[src/logic/fetch_defs.svh]
`ifndef FETCH_DEFS_SVH
`define FETCH_DEFS_SVH

// ***************************************************************************
// fetch stage constants
// ***************************************************************************

// width of an address and of an instruction word
`define FETCH_XLEN 32

// first address fetched once reset is released
`define FETCH_RESET_PC 32'h4000_0000

// word-address width of the instruction memory, which gives 256 words
// the byte address bits [IMEM_ADDR_BITS+1:2] select the word
`define IMEM_ADDR_BITS 8

// ***************************************************************************
// end of fetch stage constants
// ***************************************************************************

`endif

[src/logic/fetch_pkg.sv]
`default_nettype none

`include "fetch_defs.svh"

package fetch_pkg;

    // ***********************************************************************
    // fetch address source
    // ***********************************************************************

    typedef enum logic [1:0] {
        PC_SEQ  = 2'd0,
        PC_EX   = 2'd1,
        PC_ID   = 2'd2,
        PC_HOLD = 2'd3
    } pc_sel_e;

    // taken target from a later stage, used for both execute and decode
    typedef struct packed {
        logic                   taken;
        logic [`FETCH_XLEN-1:0] target;
    } redirect_t;

    // what decode receives from the IF/ID register
    typedef struct packed {
        logic                   valid;
        logic [`FETCH_XLEN-1:0] pc;
        logic [`FETCH_XLEN-1:0] instr;
    } fetch_out_t;

endpackage

`default_nettype wire

[src/logic/program_counter.sv]
`default_nettype none

`include "fetch_defs.svh"

// ***************************************************************************
// program counter
// ***************************************************************************

module program_counter (
    input  logic                   clk,
    input  logic                   arst_n,
    input  logic                   stall,
    input  logic [`FETCH_XLEN-1:0] pc_next,
    output logic [`FETCH_XLEN-1:0] pc
);

    // the PC is architectural state, so it comes out of reset at a known
    // fetch address and only moves on edges where decode accepts a word
    always_ff @(posedge clk or negedge arst_n) begin
        if (!arst_n) begin
            pc <= `FETCH_RESET_PC;
        end else if (!stall) begin
            pc <= pc_next;
        end
    end

    // while stalled the value above is simply kept; the fetch address is
    // then taken from the IF/ID register rather than from here

endmodule

`default_nettype wire

[src/logic/pc_control.sv]
`default_nettype none

`include "fetch_defs.svh"

// ***************************************************************************
// fetch address selection
// ***************************************************************************

module pc_control
    import fetch_pkg::*;
(
    input  logic                   stall,
    input  redirect_t              ex_redirect,
    input  redirect_t              id_redirect,
    input  logic [`FETCH_XLEN-1:0] seq_pc,
    input  logic [`FETCH_XLEN-1:0] held_pc,
    output pc_sel_e                fetch_sel,
    output logic [`FETCH_XLEN-1:0] fetch_addr
);

    // a stall beats every redirect, so upstream must keep its redirect
    // asserted until the stall drops
    always_comb begin
        if (stall) begin
            fetch_sel = PC_HOLD;
        end else if (ex_redirect.taken) begin
            fetch_sel = PC_EX;
        end else if (id_redirect.taken) begin
            fetch_sel = PC_ID;
        end else begin
            fetch_sel = PC_SEQ;
        end
    end

    // address follows the chosen source in the same cycle
    always_comb begin
        case (fetch_sel)
            PC_HOLD: fetch_addr = held_pc;
            PC_EX:   fetch_addr = ex_redirect.target;
            PC_ID:   fetch_addr = id_redirect.target;
            default: fetch_addr = seq_pc;
        endcase
    end

endmodule

`default_nettype wire

[src/logic/if_stage.sv]
`default_nettype none

`include "fetch_defs.svh"

// ***************************************************************************
// instruction fetch stage
// ***************************************************************************

module if_stage
    import fetch_pkg::*;
(
    input  logic                   clk,
    input  logic                   arst_n,
    input  logic                   id_stall,
    input  redirect_t              ex_redirect,
    input  redirect_t              id_redirect,
    input  logic [`FETCH_XLEN-1:0] imem_rdata,
    output logic [`FETCH_XLEN-1:0] fetch_addr,
    output fetch_out_t             id_out
);

    logic [`FETCH_XLEN-1:0] pc;
    logic [`FETCH_XLEN-1:0] pc_plus4;
    logic [`FETCH_XLEN-1:0] ifid_pc;
    logic                   ifid_valid;
    logic                   hold;
    pc_sel_e                fetch_sel;

    // ***********************************************************************
    // address selection
    // ***********************************************************************

    pc_control u_pc_control (
        .stall       (id_stall),
        .ex_redirect (ex_redirect),
        .id_redirect (id_redirect),
        .seq_pc      (pc),
        .held_pc     (ifid_pc),
        .fetch_sel   (fetch_sel),
        .fetch_addr  (fetch_addr)
    );

    // the stall test lives in pc_control, everything here keys off its result
    assign hold = (fetch_sel == PC_HOLD);

    // ***********************************************************************
    // program counter
    // ***********************************************************************

    // next PC follows whatever was fetched this cycle, so a redirect
    // target is followed by target plus 4
    assign pc_plus4 = fetch_addr + `FETCH_XLEN'd4;

    program_counter u_program_counter (
        .clk     (clk),
        .arst_n  (arst_n),
        .stall   (hold),
        .pc_next (pc_plus4),
        .pc      (pc)
    );

    // ***********************************************************************
    // IF/ID register
    // ***********************************************************************

    // valid rises on the first accepted edge after reset and then stays
    // up, since this stage has no flush of its own
    always_ff @(posedge clk or negedge arst_n) begin
        if (!arst_n) begin
            ifid_valid <= 1'b0;
            ifid_pc    <= `FETCH_RESET_PC;
        end else if (!hold) begin
            ifid_valid <= 1'b1;
            ifid_pc    <= fetch_addr;
        end
    end

    // instr comes straight from the memory read register, which is
    // already aligned with ifid_pc
    always_comb begin
        id_out.valid = ifid_valid;
        id_out.pc    = ifid_pc;
        id_out.instr = imem_rdata;
    end

endmodule

`default_nettype wire

[config.mk]
export PLATFORM = sky130hd
export DESIGN_NAME = if_stage
export DESIGN_NICKNAME = d
export VERILOG_FILES = /design/src/logic/fetch_pkg.sv /design/src/logic/program_counter.sv /design/src/logic/pc_control.sv /design/src/logic/if_stage.sv
export VERILOG_INCLUDE_DIRS = /design/src /design/src/logic
export SDC_FILE = /design/constraint.sdc
export NUM_CORES = 1
export LEC_CHECK = 0
export BUFFER_PORTS_ARGS = -buffer_cell sky130_fd_sc_hd__clkbuf_2
export CAP_MARGIN = 10
export CORE_MARGIN = 10
export CORE_UTILIZATION = 42
export CTS_CLUSTER_SIZE = 12
export DETAILED_ROUTE_END_ITERATION = 7
export HOLD_SLACK_MARGIN = 0.03
export PLACE_DENSITY = 0.76
export SKIP_CTS_REPAIR_TIMING = 1
export SYNTH_ARGS = -nofsm -noshare
export SYNTH_HDL_FRONTEND = slang
export SYNTH_SLANG_ARGS = --single-unit
export TNS_END_PERCENT = 1
[constraint.sdc]
create_clock -name clk -period 2.12 [get_ports clk]
set_input_delay 0.106 -clock clk [delete_from_list [all_inputs] [get_ports clk]]
set_output_delay 0.106 -clock clk [all_outputs]
set_load 0.03 [all_outputs]
==> run metrics <==
status finished with violations; failing checks negative setup slack; clock sinks between 60 and 70; HP Class in -> reg; Root Buffer clkbuf_8; RSZ-0062 raised after global routing true; Primary FF master, synth dfrtp_1; Pre-antenna DRT Iters 4; Chip Height approximately 120 um; number of nets with antenna violations after routing 0; max_cap viols 0; hold slack 0.0276 ns; worst clock skew 0.00675 ns; # IOs between 150 and 200; Synth cell types a little under 60; P_leak 2.76 nW; Startpoint Class flop; Seq cells post-synth 63; Post-Syn Instances 460; Avg WL per Cell 17.8 um; core region area 0.00977 mm2; Critical Path AT 2.45 ns; initial core utilization 0.432; final hold vios 0; Setup Viol. Count Final 15; Post-Place Cells about 760; initial antenna violation count 0; start of the worst register-to-register path u_program_counter.pc[2]$_DFFE_PN0P_; crit-path cells mux2i_2 > a222oi_1 > buf_4 > nand3_4 > nor4_4 > buf_4 > nand3_4 > buf_4 > o31ai_2 > nand3_1; HPWL after detailed placement 11100 um; Reg clk slew, reported paths 0.07 ns; Via Count 4154; H-tree Lvls 3; RD Place Congestion 0.871; top cells by area, synth dfrtp_1 36%, buf_4 6.8%, nand2_1 5.3%, o21ai_0 3.6%, mux2i_1 3.3%; CP Capture Type flop; critical path's most frequent cell buf_4; sequential share of the synthesized area 0.374; Filler Cell Count 886; Synth Warn # 0; total negative slack -0.979 ns; Global Route met1 Usage 0.213; GRT Overall Usage 0.186; R2R cell count 10; DR iter-0 viols 244; worst hold endpoint ifid_pc[3]$_DFFE_PN0P_; met3 Use GR 0.0624; Via density 5.31; Max stage delay on crit path 0.41 ns; Die X-Extent ~120 um; reg2reg setup slack -0.10 ns; Residual DRC 0; CP Buf/Inv Count 3; Worst R2R End u_program_counter.pc[31]$_DFFE_PN0P_; period utilization 1.05; CP delay by family, top compound AO/OA/AOI/OAI gates; Hold Startpoint ex_redirect[3]; Syn Std Cell Area 0.00422 mm2; vias in the first global route 4357; total CTS buffers 9; final worst setup slack -0.104 ns; min Tclk post-route 2.22 ns; critical path peak fanout 4; Mean Syn Cell Area around 9 um2; CP Class reg -> reg; total gr overflow 0; IO Port Bufs roughly 130; pre-CTS setup slack -0.336 ns; slowest CP cell a222oi_1; fin cells 783; VDD IR max 337 uV; Top Usage Layer GRT met2; cell taking the most area after synthesis dfrtp_1; final WL 14000 um; Hold Path Depth 3; Net Count, Synth 562; Antenna diodes 0; PD cells 699 mW/mm2; Longest Clk Path Bufs 2; first-pass GRT wire length between 20000 and 25000 um; CTS tree built; largest net degree at the start of global routing 30; Slew @ Worst Pin 0.733 ns; ys async rst share 1.00; final-report max-slew violation count 0; number of flops mapped to enable cells by yosys 0; share of layout cells above drive strength 1 0.462; grt met2 use 0.316; max_slew headroom 0.511; worst skew pair latency approximately 0.35 ns; synth-to-layout area growth 35.7%; Req. time, crit path 2.35 ns; Die Footprint 0.0145 mm2; FP Rows 36; Nets between 700 and 800; Max Fclk 450 MHz; Yosys top cell area share 0.361
cell usage in the layout (no fill, tap or decap), types with 13 or more instances in the layout:
master    Yosys  final
clkbuf_2      0    131
inv_1        17     16
buf_4        38     99
mux2i_1      14     13
o21a_1       14     14
nor2b_1      14     14
nor2_1       18     18
nand2_1      60     59
dfrtp_1      61     59
o21ai_0      30     22
sequential cells by signal, summed over array words and instances (netlist names):
register              flops
u_program_counter.pc     32
ifid_pc                  30
ifid_valid                1
cells by family after synthesis:
| group | after synthesis | share of synthesized area |
|---|---|---|
| flip-flops | 63 | 0.374 |
| adder cells (fa/ha/maj) | 1 | 0.00296 |
| buffers and inverters | 83 | 0.125 |
| multiplexers | 22 | 0.0545 |
| XOR/XNOR | 22 | 0.0456 |
| AO/OA/AOI/OAI | 110 | 0.191 |
| AND/OR/NAND/NOR | 159 | 0.207 |
area by class of cell:
cell class / instances / area (um2) / area share
Multi-Input combinational cell: 314 / 2210 / 0.385
Sequential cell: 63 / 1580 / 0.276
Timing Repair Buffer: 240 / 1530 / 0.267
Tap cell: 133 / 166 / 0.0290
Clock buffer: 12 / 165 / 0.0288
Inverter: 18 / 67.6 / 0.0118
Clock inverter: 3 / 17.5 / 0.00306
tightest hold or removal path: stages:
cell and delay [ns]:
clkbuf_2 0.08, inv_1 0.07, a222oi_1 0.07
synth_stat cells (3+ instances only):
master	instances
buf_1	5
nor2_1	18
buf_4	38
mux2_2	7
and2_1	6
dfrtp_1	61
o21ai_0	30
inv_1	17
and4_1	3
or3b_2	4
nand2_1	60
o221a_2	10
nand3_1	10
nand2b_1	9
nand4_1	4
buf_2	8
a31oi_1	3
clkbuf_1	8
nor3_1	4
a222oi_1	6
xor2_1	13
o221ai_1	5
o31ai_1	7
nor2b_1	14
mux2i_1	14
or3_1	3
a211oi_1	3
o211ai_1	4
o21a_1	14
buf_6	4
xnor2_1	9
nor3b_1	12
a21oi_1	11
through the flow:
| step | power, mW | area [um2] | utilization |
|---|---|---|---|
| 3_3_place_gp | 2.93 | 5380 | 0.550 |
| 3_5_place_dp | 2.97 | 5380 | 0.550 |
| 2_1_floorplan | 2.47 | 4240 | - |
| 4_1_cts | 3.97 | 5560 | 0.569 |
| 6_report | 4.01 | 5730 | 0.586 |
| 5_1_grt | 4.22 | 5730 | 0.586 |
worst max-delay path by stage:
stage                                      endpoint  cells past startpoint  slack, ns                                start
2_1_floorplan  u_program_counter.pc[12]$_DFFE_PN0P_                      8      -1.09               ifid_pc[2]$_DFFE_PN0P_
3_3_place_gp   u_program_counter.pc[31]$_DFFE_PN0P_                      9      -0.30                      id_redirect[32]
3_5_place_dp   u_program_counter.pc[29]$_DFFE_PN0P_                     10      -0.34                      id_redirect[32]
4_1_cts        u_program_counter.pc[24]$_DFFE_PN0P_                      9      -0.23  u_program_counter.pc[9]$_DFFE_PN0P_
5_1_grt        u_program_counter.pc[31]$_DFFE_PN0P_                     10      -0.25  u_program_counter.pc[3]$_DFFE_PN0P_
6_report       u_program_counter.pc[31]$_DFFE_PN0P_                     10      -0.10  u_program_counter.pc[2]$_DFFE_PN0P_
per-layer routing:
layer,routed length (um),part of all wire,up-vias
met1,5680,0.41,2002
met2,6910,0.50,145
met3,1130,0.081,33
met5,0,0,-
met4,238,0.017,0
li1,-,-,1974
power breakdown:
| group | internal [mW] | total, mW | switching (mW) |
|---|---|---|---|
| Sequential | 1.37 | 1.49 | 0.123 |
| Clock | 0.510 | 0.997 | 0.487 |
| Combinational | 0.633 | 1.52 | 0.884 |
Note: power is estimated with default switching activity, not from simulation.
